File: config.mk
export PLATFORM = sky130hd
export DESIGN_NAME = line_mem_ctrl
export DESIGN_NICKNAME = d
export VERILOG_FILES = /design/src/logic/line_mem_pkg.sv /design/src/logic/arb_fsm.sv /design/src/logic/beat_counter.sv /design/src/logic/burst_adapter.sv /design/src/logic/line_mem_ctrl.sv
export SDC_FILE = /design/constraint.sdc
export NUM_CORES = 1
export LEC_CHECK = 0
export BUFFER_PORTS_ARGS = -buffer_cell sky130_fd_sc_hd__clkbuf_2
export CAP_MARGIN = 10
export CORE_AREA = 4 4 386 388
export CTS_CLUSTER_DIAMETER = 200
export DETAILED_ROUTE_END_ITERATION = 7
export DIE_AREA = 0 0 390 392
export PLACE_DENSITY = 0.36
export SYNTH_ARGS = -nofsm -noshare
export SYNTH_HDL_FRONTEND = slang
export SYNTH_SLANG_ARGS = --single-unit
File: constraint.sdc
create_clock -name clk -period 6.4 [get_ports clk]
set_input_delay 0.64 -clock clk [delete_from_list [all_inputs] [get_ports clk]]
set_output_delay 0.64 -clock clk [all_outputs]
set_load 0.1 [all_outputs]
File: src/logic/line_mem_pkg.sv
package line_mem_pkg;

    localparam int ADDR_BITS     = 32;
    localparam int LINE_BITS     = 256;
    localparam int BEAT_BITS     = 64;
    localparam int BEATS         = 4;   // beats per line
    localparam int BEAT_IDX_BITS = 2;
    localparam int OFFSET_BITS   = 5;   // byte offset inside a line

    // arbiter states
    typedef enum logic [2:0] {
        ST_IDLE,        // waiting for a request
        ST_RD_ISSUE,    // read pulse waits for ready
        ST_RD_BEATS,    // gathering read beats
        ST_WR_BEATS,    // sending write beats
        ST_RESP         // one cycle response
    } arb_state_t;

    // opcode of the granted request
    typedef enum logic {
        OP_READ,
        OP_WRITE
    } mem_op_t;

    // requesters sharing the memory port
    typedef enum logic {
        SRC_INSTR,
        SRC_DATA
    } req_src_t;

endpackage
File: src/logic/arb_fsm.sv
`timescale 1ns/100ps

module arb_fsm (
    input  logic                               clk,
    input  logic                               rst,
    input  logic                               i_read_i,
    input  logic                               d_read_i,
    input  logic                               d_write_i,
    input  logic [line_mem_pkg::ADDR_BITS-1:0] i_addr_i,
    input  logic [line_mem_pkg::ADDR_BITS-1:0] d_addr_i,
    input  logic                               bmem_ready_i,
    input  logic                               bmem_rvalid_i,
    input  logic                               last_beat_i,
    output logic                               bmem_read_o,
    output logic                               bmem_write_o,
    output logic [line_mem_pkg::ADDR_BITS-1:0] bmem_addr_o,
    output line_mem_pkg::req_src_t             grant_src_o,
    output logic                               i_resp_o,
    output logic                               d_resp_o,
    output logic                               beat_clear_o,
    output logic                               beat_step_o,
    output logic                               line_load_o,
    output logic                               beat_shift_in_o,
    output logic                               beat_shift_out_o
);

    line_mem_pkg::arb_state_t state_q;
    line_mem_pkg::arb_state_t state_d;
    line_mem_pkg::mem_op_t    op_q;
    line_mem_pkg::mem_op_t    op_d;
    line_mem_pkg::req_src_t   src_q;    // last source served
    line_mem_pkg::req_src_t   src_d;
    logic [line_mem_pkg::ADDR_BITS-1:0] addr_q;
    logic [line_mem_pkg::ADDR_BITS-1:0] sel_addr;
    logic i_pend;
    logic d_pend;
    logic grant;
    logic wr_live_q;                    // write strobe already up
    logic in_burst;
    logic beat_xfer;

    assign i_pend = i_read_i;
    assign d_pend = d_read_i | d_write_i;
    assign grant  = (state_q == line_mem_pkg::ST_IDLE) && (i_pend || d_pend);

    // round robin, the side not served last wins a tie
    always_comb begin
        src_d = src_q;
        if (i_pend && d_pend) begin
            src_d = (src_q == line_mem_pkg::SRC_INSTR) ? line_mem_pkg::SRC_DATA
                                                       : line_mem_pkg::SRC_INSTR;
        end else if (i_pend) begin
            src_d = line_mem_pkg::SRC_INSTR;
        end else if (d_pend) begin
            src_d = line_mem_pkg::SRC_DATA;
        end
    end

    assign op_d = (src_d == line_mem_pkg::SRC_DATA && d_write_i) ? line_mem_pkg::OP_WRITE
                                                                 : line_mem_pkg::OP_READ;
    assign sel_addr = (src_d == line_mem_pkg::SRC_DATA) ? d_addr_i : i_addr_i;

    always_comb begin
        state_d = state_q;
        case (state_q)
            line_mem_pkg::ST_IDLE: begin
                if (grant) begin
                    state_d = (op_d == line_mem_pkg::OP_WRITE) ? line_mem_pkg::ST_WR_BEATS
                                                               : line_mem_pkg::ST_RD_ISSUE;
                end
            end
            line_mem_pkg::ST_RD_ISSUE: begin
                if (bmem_ready_i) begin
                    state_d = line_mem_pkg::ST_RD_BEATS;   // pulse goes out this cycle
                end
            end
            line_mem_pkg::ST_RD_BEATS, line_mem_pkg::ST_WR_BEATS: begin
                if (beat_step_o && last_beat_i) begin
                    state_d = line_mem_pkg::ST_RESP;
                end
            end
            default: begin
                state_d = line_mem_pkg::ST_IDLE;
            end
        endcase
    end

    always_ff @(posedge clk) begin
        if (rst) begin
            state_q   <= line_mem_pkg::ST_IDLE;
            src_q     <= line_mem_pkg::SRC_DATA;   // instruction side wins first tie
            op_q      <= line_mem_pkg::OP_READ;
            wr_live_q <= 1'b0;
        end else begin
            state_q   <= state_d;
            wr_live_q <= (state_q == line_mem_pkg::ST_WR_BEATS) &&
                         (state_d == line_mem_pkg::ST_WR_BEATS) && bmem_write_o;
            if (grant) begin
                src_q <= src_d;
                op_q  <= op_d;
            end
        end
    end

    always_ff @(posedge clk) begin
        if (grant) begin
            addr_q <= {sel_addr[line_mem_pkg::ADDR_BITS-1:line_mem_pkg::OFFSET_BITS],
                       {line_mem_pkg::OFFSET_BITS{1'b0}}};   // line aligned
        end
    end

    assign in_burst = (state_q == line_mem_pkg::ST_RD_BEATS) ||
                      (state_q == line_mem_pkg::ST_WR_BEATS);
    assign beat_xfer = (op_q == line_mem_pkg::OP_READ) ? bmem_rvalid_i
                                                       : (bmem_write_o && bmem_ready_i);

    assign bmem_read_o  = (state_q == line_mem_pkg::ST_RD_ISSUE) && bmem_ready_i;
    // first beat waits for ready, later beats hold through back-pressure
    assign bmem_write_o = (state_q == line_mem_pkg::ST_WR_BEATS) && (wr_live_q || bmem_ready_i);
    assign bmem_addr_o  = addr_q;
    assign grant_src_o  = src_q;

    assign i_resp_o = (state_q == line_mem_pkg::ST_RESP) && (src_q == line_mem_pkg::SRC_INSTR);
    assign d_resp_o = (state_q == line_mem_pkg::ST_RESP) && (src_q == line_mem_pkg::SRC_DATA);

    assign beat_clear_o     = grant;
    assign beat_step_o      = in_burst && beat_xfer;
    assign line_load_o      = grant && (op_d == line_mem_pkg::OP_WRITE);   // dirty line in
    assign beat_shift_in_o  = beat_step_o && (op_q == line_mem_pkg::OP_READ);
    assign beat_shift_out_o = beat_step_o && (op_q == line_mem_pkg::OP_WRITE);

    a_strobes_excl: assert property (@(posedge clk) disable iff (rst)
        !(bmem_read_o && bmem_write_o))
        else $error("read and write strobes high together");

    a_strobe_ready: assert property (@(posedge clk) disable iff (rst)
        ($rose(bmem_read_o) || $rose(bmem_write_o)) |-> bmem_ready_i)
        else $error("memory strobe rose while ready low");

    a_rvalid_state: assert property (@(posedge clk) disable iff (rst)
        bmem_rvalid_i |-> (state_q == line_mem_pkg::ST_RD_BEATS))
        else $error("rvalid outside a read burst");

    a_resp_excl: assert property (@(posedge clk) disable iff (rst)
        !(i_resp_o && d_resp_o))
        else $error("both responses high together");

endmodule

File: src/logic/beat_counter.sv
`timescale 1ns/100ps

module beat_counter (
    input  logic clk,
    input  logic rst,
    input  logic beat_clear_i,
    input  logic beat_step_i,
    output logic last_beat_o
);

    // one extra bit so an overrun past the last beat is visible
    logic [line_mem_pkg::BEAT_IDX_BITS:0] cnt_q;

    always_ff @(posedge clk) begin
        if (rst) begin
            cnt_q <= '0;
        end else if (beat_clear_i) begin
            cnt_q <= '0;                // new burst
        end else if (beat_step_i) begin
            cnt_q <= cnt_q + 1'b1;
        end
    end

    assign last_beat_o = (int'(cnt_q) == line_mem_pkg::BEATS - 1);

    a_no_overrun: assert property (@(posedge clk) disable iff (rst)
        beat_step_i |-> (int'(cnt_q) < line_mem_pkg::BEATS))
        else $error("beat counter stepped past the last beat");

endmodule

File: src/logic/burst_adapter.sv
`timescale 1ns/100ps

module burst_adapter (
    input  logic                               clk,
    input  logic                               rst,
    input  logic                               line_load_i,
    input  logic                               beat_shift_in_i,
    input  logic                               beat_shift_out_i,
    input  logic [line_mem_pkg::LINE_BITS-1:0] wline_i,
    input  logic [line_mem_pkg::BEAT_BITS-1:0] bmem_rdata_i,
    output logic [line_mem_pkg::BEAT_BITS-1:0] bmem_wdata_o,
    output logic [line_mem_pkg::LINE_BITS-1:0] line_o
);

    // shared by both directions, only one burst runs at a time
    logic [line_mem_pkg::LINE_BITS-1:0] line_q;

    always_ff @(posedge clk) begin
        if (rst) begin
            line_q <= '0;
        end else if (line_load_i) begin
            line_q <= wline_i;                  // dirty line from data side
        end else if (beat_shift_in_i) begin
            // new beat enters at the top, lowest beat ends up at the bottom
            line_q <= {bmem_rdata_i,
                       line_q[line_mem_pkg::LINE_BITS-1:line_mem_pkg::BEAT_BITS]};
        end else if (beat_shift_out_i) begin
            // rotate so the line is back in order after the burst
            line_q <= {line_q[line_mem_pkg::BEAT_BITS-1:0],
                       line_q[line_mem_pkg::LINE_BITS-1:line_mem_pkg::BEAT_BITS]};
        end
    end

    assign bmem_wdata_o = line_q[line_mem_pkg::BEAT_BITS-1:0];   // current write beat
    assign line_o       = line_q;

endmodule

File: src/logic/line_mem_ctrl.sv
`timescale 1ns/100ps

module line_mem_ctrl (
    input  logic                               clk,
    input  logic                               rst,

    // instruction side, reads only
    input  logic                               i_read_i,
    input  logic [line_mem_pkg::ADDR_BITS-1:0] i_addr_i,
    output logic [line_mem_pkg::LINE_BITS-1:0] i_rdata_o,
    output logic                               i_resp_o,

    // data side, reads and dirty line writes
    input  logic                               d_read_i,
    input  logic                               d_write_i,
    input  logic [line_mem_pkg::ADDR_BITS-1:0] d_addr_i,
    input  logic [line_mem_pkg::LINE_BITS-1:0] d_wdata_i,
    output logic [line_mem_pkg::LINE_BITS-1:0] d_rdata_o,
    output logic                               d_resp_o,

    // burst memory
    output logic [line_mem_pkg::ADDR_BITS-1:0] bmem_addr_o,
    output logic                               bmem_read_o,
    output logic                               bmem_write_o,
    output logic [line_mem_pkg::BEAT_BITS-1:0] bmem_wdata_o,
    input  logic                               bmem_ready_i,
    input  logic [line_mem_pkg::BEAT_BITS-1:0] bmem_rdata_i,
    input  logic                               bmem_rvalid_i
);

    logic                               last_beat;
    logic                               beat_clear;
    logic                               beat_step;
    logic                               line_load;
    logic                               beat_shift_in;
    logic                               beat_shift_out;
    logic [line_mem_pkg::LINE_BITS-1:0] line;

    arb_fsm arb_fsm_i (
        .clk              (clk),
        .rst              (rst),
        .i_read_i         (i_read_i),
        .d_read_i         (d_read_i),
        .d_write_i        (d_write_i),
        .i_addr_i         (i_addr_i),
        .d_addr_i         (d_addr_i),
        .bmem_ready_i     (bmem_ready_i),
        .bmem_rvalid_i    (bmem_rvalid_i),
        .last_beat_i      (last_beat),
        .bmem_read_o      (bmem_read_o),
        .bmem_write_o     (bmem_write_o),
        .bmem_addr_o      (bmem_addr_o),
        .grant_src_o      (),               // only of interest in waveforms
        .i_resp_o         (i_resp_o),
        .d_resp_o         (d_resp_o),
        .beat_clear_o     (beat_clear),
        .beat_step_o      (beat_step),
        .line_load_o      (line_load),
        .beat_shift_in_o  (beat_shift_in),
        .beat_shift_out_o (beat_shift_out)
    );

    beat_counter beat_counter_i (
        .clk          (clk),
        .rst          (rst),
        .beat_clear_i (beat_clear),
        .beat_step_i  (beat_step),
        .last_beat_o  (last_beat)
    );

    burst_adapter burst_adapter_i (
        .clk              (clk),
        .rst              (rst),
        .line_load_i      (line_load),
        .beat_shift_in_i  (beat_shift_in),
        .beat_shift_out_i (beat_shift_out),
        .wline_i          (d_wdata_i),
        .bmem_rdata_i     (bmem_rdata_i),
        .bmem_wdata_o     (bmem_wdata_o),
        .line_o           (line)
    );

    // both sides see the line, each samples it on its own response
    assign i_rdata_o = line;
    assign d_rdata_o = line;

endmodule

==> results.json, run 1 <==
{
  "cp_top_family": "compound AO/OA/AOI/OAI gates",
  "place_hpwl_mm": 91.5,
  "cap_violations": 0,
  "startpoint": "arb_fsm_i.state_q[0]",
  "synth_edf_count": 27,
  "finalHoldViolations": 0,
  "p_total_mw": 10.8,
  "cp-end-kind": "flop",
  "drive_gt1_frac": 0.472,
  "pwr-share-seq": 0.247,
  "drc": 0,
  "synth.distinct_cells": 42,
  "antenna_found_initial": 27,
  "ctsLongestPathBuffers": 3,
  "grt_max_degree": 135,
  "tns_ps": 0,
  "pwr-share-comb": 0.517,
  "pre_cts_slack_ps": 3080,
  "dr.pass1.iters": 5,
  "initial_core_util": 0.102,
  "p_per_area_mw_per_mm2": 515,
  "place.gp.congestion": 0.826,
  "nets": 2711,
  "worstPathMaxFanout": 86,
  "cpPeakStageDelay_ps": 770,
  "setup_viol": 0,
  "cts_buffers": 43,
  "p_clk_frac": 0.237,
  "core_mm2": 0.145,
  "final_cells": 4276,
  "dieArea_mm2": 0.153,
  "synth_seq_cells": 292,
  "overflow": 0,
  "timing.rr.end": "burst_adapter_i.line_o[161]",
  "wire_per_inst_um": 27.1,
  "crit_type": "flop to flop",
  "dp.cells": 4190,
  "clock_sinks": 292,
  "synth_top_area_share": 0.356,
  "synth_area_leaders": "dfxtp_1, buf_4, a21oi_1",
  "crit_end": "burst_adapter_i.line_o[161]",
  "grt_pass1_wl_mm": 149,
  "required_ps": 6890,
  "utilization": 0.144,
  "syn_area_per_cell_um2": 8.60,
  "period_minus_slack_ps": 3080,
  "drt_wl_total_mm": 116,
  "irDropWorstVdd_uv": 225,
  "status": "completed",
  "finClkSkew_ps": 23.7,
  "min_path_type": "input pin to flop",
  "yosysWarnings": 0,
  "power_switching_mw": 6.41,
  "die_w_um": 390,
  "r2r_setup_slack_ps": 3320,
  "cts_root_buf": "clkbuf_16",
  "post_dp_cell_area_mm2": 0.0194,
  "post_cts_buffers": 0,
  "timing.final.crit_share": 0.481,
  "rows": 140,
  "cts_tree": "done",
  "yosysSeqAreaShare": 0.411,
  "max_slew_margin": 0.286,
  "grt_usage": 0.142,
  "synthCells": 1732,
  "netlist_area_mm2": 0.0149,
  "async_flop_share": 0,
  "holdWs_ps": 259,
  "synthToLayoutAreaGrowth_pct": 40.2,
  "post-synth-top-count-cell": "buf_4",
  "ioPinCount": 1003,
  "dr_total_vias": 15700,
  "clkTransAtPathRegs_ps": 60,
  "max_freq_ghz": 0.325,
  "synth_commonest_cells": "buf_4, dfxtp_1, nor2_1",
  "grt_pass1_vias": 15100,
  "switching_share": 0.596,
  "cp_data_arrival_time_ps": 3560,
  "cp.depth": 5,
  "start_kind": "flop",
  "cts_resized": 0,
  "r2r_cells": 5,
  "fin_area_mm2": 0.0209,
  "tightest_slew_ps": 1070,
  "avgViaCountPerCell": 3.68,
  "drt_iter0_markers": 962,
  "ant_nets": 0,
  "synth_top_area_cell": "dfxtp_1",
  "yosys_most_used_dff": "dfxtp_1",
  "fp.dieH_um": 392,
  "worstPathBufferInverterCount": 1,
  "crit-reg2reg-launch": "arb_fsm_i.state_q[0]",
  "p_int_mw": 4.35,
  "p_leak_nw": 9.10,
  "portBuffers": 987,
  "postCtsHoldBufs": 0,
  "clk_latency_ps": 600,
  "slowest_stage": "o21a_4",
  "drv_slew": 0,
  "setup_ws_ps": 3320,
  "htree_levels": 2,
  "rsz0062_at_grt": "no",
  "crit_chain": "and3_4, o21a_4, buf_12, a21oi_1, a211oi_1"
}
[routing by layer]
layer	track usage	vias up	wire length (um)
met4	0.0279	14	2350
met1	0.186	7782	49800
li1	-	7040	-
met3	0.0408	117	9240
met5	0	-	86
met2	0.233	786	54300
[power by group through the flow]
stage | Clock [mW] | Sequential [mW] | Combinational [mW]
2_1_floorplan | 0 | 4.25 | 3.00
3_3_place_gp | 0 | 2.70 | 5.61
3_5_place_dp | 0 | 2.70 | 5.61
4_1_cts | 2.65 | 2.67 | 5.62
5_1_grt | 2.69 | 2.69 | 5.72
6_report | 2.54 | 2.65 | 5.56
[cell type report]
type	count	area [um^2]
fill	16900	125000
sequential	292	6120
multi-input combinational	972	5730
timing repair buffer	1008	5170
tap	1917	2400
clock buffer	63	1220
clock inverter	14	214
antenna	9	22.5
inverter	1	3.75
[cells by family after synthesis]
family | count (synthesis) | share of synthesized area
AO/OA/AOI/OAI | 523 | 0.242
XOR/XNOR | 1 | 0.000588
adder cells (fa/ha/maj) | 2 | 0.00168
buffers and inverters | 472 | 0.209
flip-flops | 292 | 0.411
multiplexers | 29 | 0.0218
other | 1 | 0.000252
AND/OR/NAND/NOR | 412 | 0.114
[placed cells by master, fill, tap and decap left out, types with 2 or more instances in the layout]
cell        netlist  routed
a22oi_1         128     128
a221o_1          64      64
nand3_1          64      64
and2_1            3       2
nand2_1         132     130
bufinv_16         0       5
nor3_1            5       5
buf_12            0       5
dfxtp_1         265     265
buf_4           327      16
diode_2           0       9
clkbuf_16         0      43
clkinv_2          0       3
nand2_4           0       2
clkinvlp_4        0       3
clkbuf_2          0     986
edfxtp_1         27      27
a211oi_1        128     128
mux2i_1           2       2
nor2_1          196     196
a21oi_1         193     193
o21ai_0           2       2
conb_1            1       5
ha_1              2       2
clkbuf_1         77      13
inv_6             0       3
mux2_2           27      27
clkbuf_8          0       7
[state kept, by name, summed over array words and instances (netlist names)]
signal and flops:
arb_fsm_i.bmem_addr_o 27, arb_fsm_i.grant_src_o 1, arb_fsm_i.op_q 1, arb_fsm_i.state_q 3, arb_fsm_i.wr_live_q 1, beat_counter_i.cnt_q 3, burst_adapter_i.line_o 256
[how the worst min path moves through the flow]
stage	start	endpoint	slack [ps]	cells after the start
floorplan	arb_fsm_i.op_q	arb_fsm_i.op_q	460	2
global placement	burst_adapter_i.line_o[99]	burst_adapter_i.line_o[99]	490	2
detailed placement	burst_adapter_i.line_o[99]	burst_adapter_i.line_o[99]	490	2
global route	d_wdata_i[197]	burst_adapter_i.line_o[197]	220	2
CTS	d_wdata_i[198]	burst_adapter_i.line_o[198]	190	2
finish	d_wdata_i[245]	burst_adapter_i.line_o[245]	260	2
Note: power is estimated with default switching activity, not from simulation.
==> run 2: changes to the inputs <==
--- a/config.mk
+++ b/config.mk
@@ -7,11 +7,11 @@
 export LEC_CHECK = 0
 export BUFFER_PORTS_ARGS = -buffer_cell sky130_fd_sc_hd__clkbuf_2
 export CAP_MARGIN = 10
-export CORE_AREA = 4 4 386 388
+export CORE_AREA = 4 4 385 387
 export CTS_CLUSTER_DIAMETER = 200
 export DETAILED_ROUTE_END_ITERATION = 7
-export DIE_AREA = 0 0 390 392
-export PLACE_DENSITY = 0.36
+export DIE_AREA = 0 0 389 391
+export PLACE_DENSITY = 0.37
 export SYNTH_ARGS = -nofsm -noshare
 export SYNTH_HDL_FRONTEND = slang
 export SYNTH_SLANG_ARGS = --single-unit
==> constraint.sdc (replaced) <==
create_clock -name clk -period 2.5 [get_ports clk]
set_input_delay 0.25 -clock clk [delete_from_list [all_inputs] [get_ports clk]]
set_output_delay 0.25 -clock clk [all_outputs]
set_load 0.1 [all_outputs]
==> results.json, run 2 (synthesis gave the netlist of run 1 again) <==
{
  "drv_slew": 0,
  "dr_total_vias": 17000,
  "max_slew_margin": 0.458,
  "cp-end-kind": "flop",
  "holdWs_ps": 69.4,
  "crit_chain": "and2b_1, o21a_4, nor3_4, buf_12, a221o_1, dlygate4sd3_1",
  "start_kind": "flop",
  "ioPinCount": 1003,
  "portBuffers": 987,
  "grt_pass1_wl_mm": 144,
  "dieArea_mm2": 0.152,
  "irDropWorstVdd_uv": 565,
  "drt_iter0_markers": 854,
  "p_clk_frac": 0.219,
  "switching_share": 0.590,
  "largest_reg_flops": 256,
  "p_int_mw": 11.3,
  "crit-reg2reg-launch": "arb_fsm_i.state_q[1]",
  "drive_gt1_frac": 0.420,
  "worstPathMaxFanout": 30,
  "cts_tree": "done",
  "rows": 140,
  "p_per_area_mw_per_mm2": 1120,
  "period_minus_slack_ps": 2410,
  "required_ps": 2990,
  "pwr-share-comb": 0.538,
  "tightest_slew_ps": 813,
  "max_freq_ghz": 0.415,
  "ant_nets": 0,
  "initial_core_util": 0.103,
  "min_path_type": "input pin to flop",
  "rsz0062_at_grt": "no",
  "crit_type": "flop to flop",
  "avgViaCountPerCell": 3.66,
  "synthToLayoutAreaGrowth_pct": 65.7,
  "core_mm2": 0.145,
  "slowest_stage": "dlygate4sd3_1",
  "drt_wl_total_mm": 109,
  "die_w_um": 389,
  "cp_top_family": "buffers and inverters",
  "grt_pass1_vias": 16800,
  "p_leak_nw": 10.8,
  "setup_viol": 0,
  "wire_per_inst_um": 23.4,
  "overflow": 0,
  "drc": 0,
  "r2r_setup_slack_ps": 90,
  "finalHoldViolations": 0,
  "grt_usage": 0.135,
  "place_hpwl_mm": 83.5,
  "status": "completed",
  "pwr-share-seq": 0.243,
  "p_total_mw": 27.6,
  "place.gp.congestion": 0.839,
  "power_switching_mw": 16.3,
  "nets": 3086,
  "final_common_cell": "clkbuf_2",
  "worstPathBufferInverterCount": 2,
  "cpPeakStageDelay_ps": 550,
  "cap_violations": 0,
  "cts_buffers": 43,
  "final_cell_mix": "clkbuf_2, dlygate4sd3_1, dfxtp_1, nor2_1, a21oi_1",
  "timing.final.crit_share": 0.964,
  "worstHoldStart": "bmem_rdata_i[54]",
  "dr.pass1.iters": 7,
  "cts_root_buf": "clkbuf_16",
  "startpoint": "arb_fsm_i.state_q[1]",
  "finClkSkew_ps": 19.5,
  "grt_max_degree": 102,
  "clk_latency_ps": 600,
  "antenna_found_initial": 25,
  "cp_data_arrival_time_ps": 2900,
  "htree_levels": 2,
  "clock_sinks": 292,
  "ctsLongestPathBuffers": 3,
  "fp.dieH_um": 391,
  "clkTransAtPathRegs_ps": 60
}
==> run 2: cell types whose count changed in the layout (fill, tap and decap cells not counted), sizes merged, moves of 2 or more <==
| cell | delta |
|---|---|
| dlygate4sd3 | +345 |
| buf | +29 |
| bufinv | -4 |
| clkinv | +6 |
| diode | +2 |
| clkbuf | -4 |
| clkinvlp | -2 |
==> run 2: worst paths after layout <==
| kind | end | cells after the start |
|---|---|---|
| max | burst_adapter_i.line_o[211] | 6 |
| min | burst_adapter_i.line_o[246] | 4 |
| max reg2reg | burst_adapter_i.line_o[211] | 6 |
| min reg2reg | burst_adapter_i.line_o[182] | 2 |
==> run 2: timing repair <==
| action | CTS | global route |
|---|---|---|
| endpoints found under the setup margin | 1 | 33 |
| resized for setup | 1 | 2 |
| endpoints found under the hold margin | 280 | 0 |
| hold buffers | 345 | 0 |
| pin swaps | 0 | 1 |
| buffers inserted | 0 | 2 |
==> run 2: power by group through the flow <==
stage | logic, mW | clock network, mW | registers (mW)
global placement | 14.4 | 0 | 6.81
detailed placement | 14.4 | 0 | 6.82
floorplan | 7.69 | 0 | 10.9
global route | 15.3 | 6.47 | 6.79
CTS | 15.0 | 6.34 | 6.73
finish | 14.9 | 6.06 | 6.70
==> run 2: stage by stage <==
| stage | util | instances | setup slack [ps] | TNS (ps) | cell area [um^2] |
|---|---|---|---|---|---|
| global placement | 0.137 | 4218 | 366 | 0 | 19800 |
| global route | 0.170 | 4640 | 15.7 | 0 | 24600 |
| CTS | 0.170 | 4634 | 2.11 | 0 | 24600 |
| detailed placement | 0.137 | 4218 | 339 | 0 | 19800 |
| finish | 0.170 | 4647 | 89.7 | 0 | 24700 |
| floorplan | - | 1736 | -19.0 | -19.0 | 14900 |
==> run 2: layer usage <==
layer	part of all wire	track usage
met5	0.00088	0
met4	0.021	0.0326
met3	0.071	0.0314
met2	0.45	0.214
met1	0.45	0.185
==> run 2: area by class of cell <==
cell class / count / area, um^2
antenna: 11 / 27.5
clock buffer: 58 / 1220
clock inverter: 13 / 103
fill: 16500 / 120000
inverter: 1 / 3.75
multi-input combinational: 972 / 5750
sequential: 292 / 6120
tap: 1917 / 2400
timing repair buffer: 1383 / 9040
==> run 2: tightest hold or removal path: stages <==
cell and delay [ps]:
clkbuf_2 90, a22oi_1 80, nor2_1 110, a221o_1 110
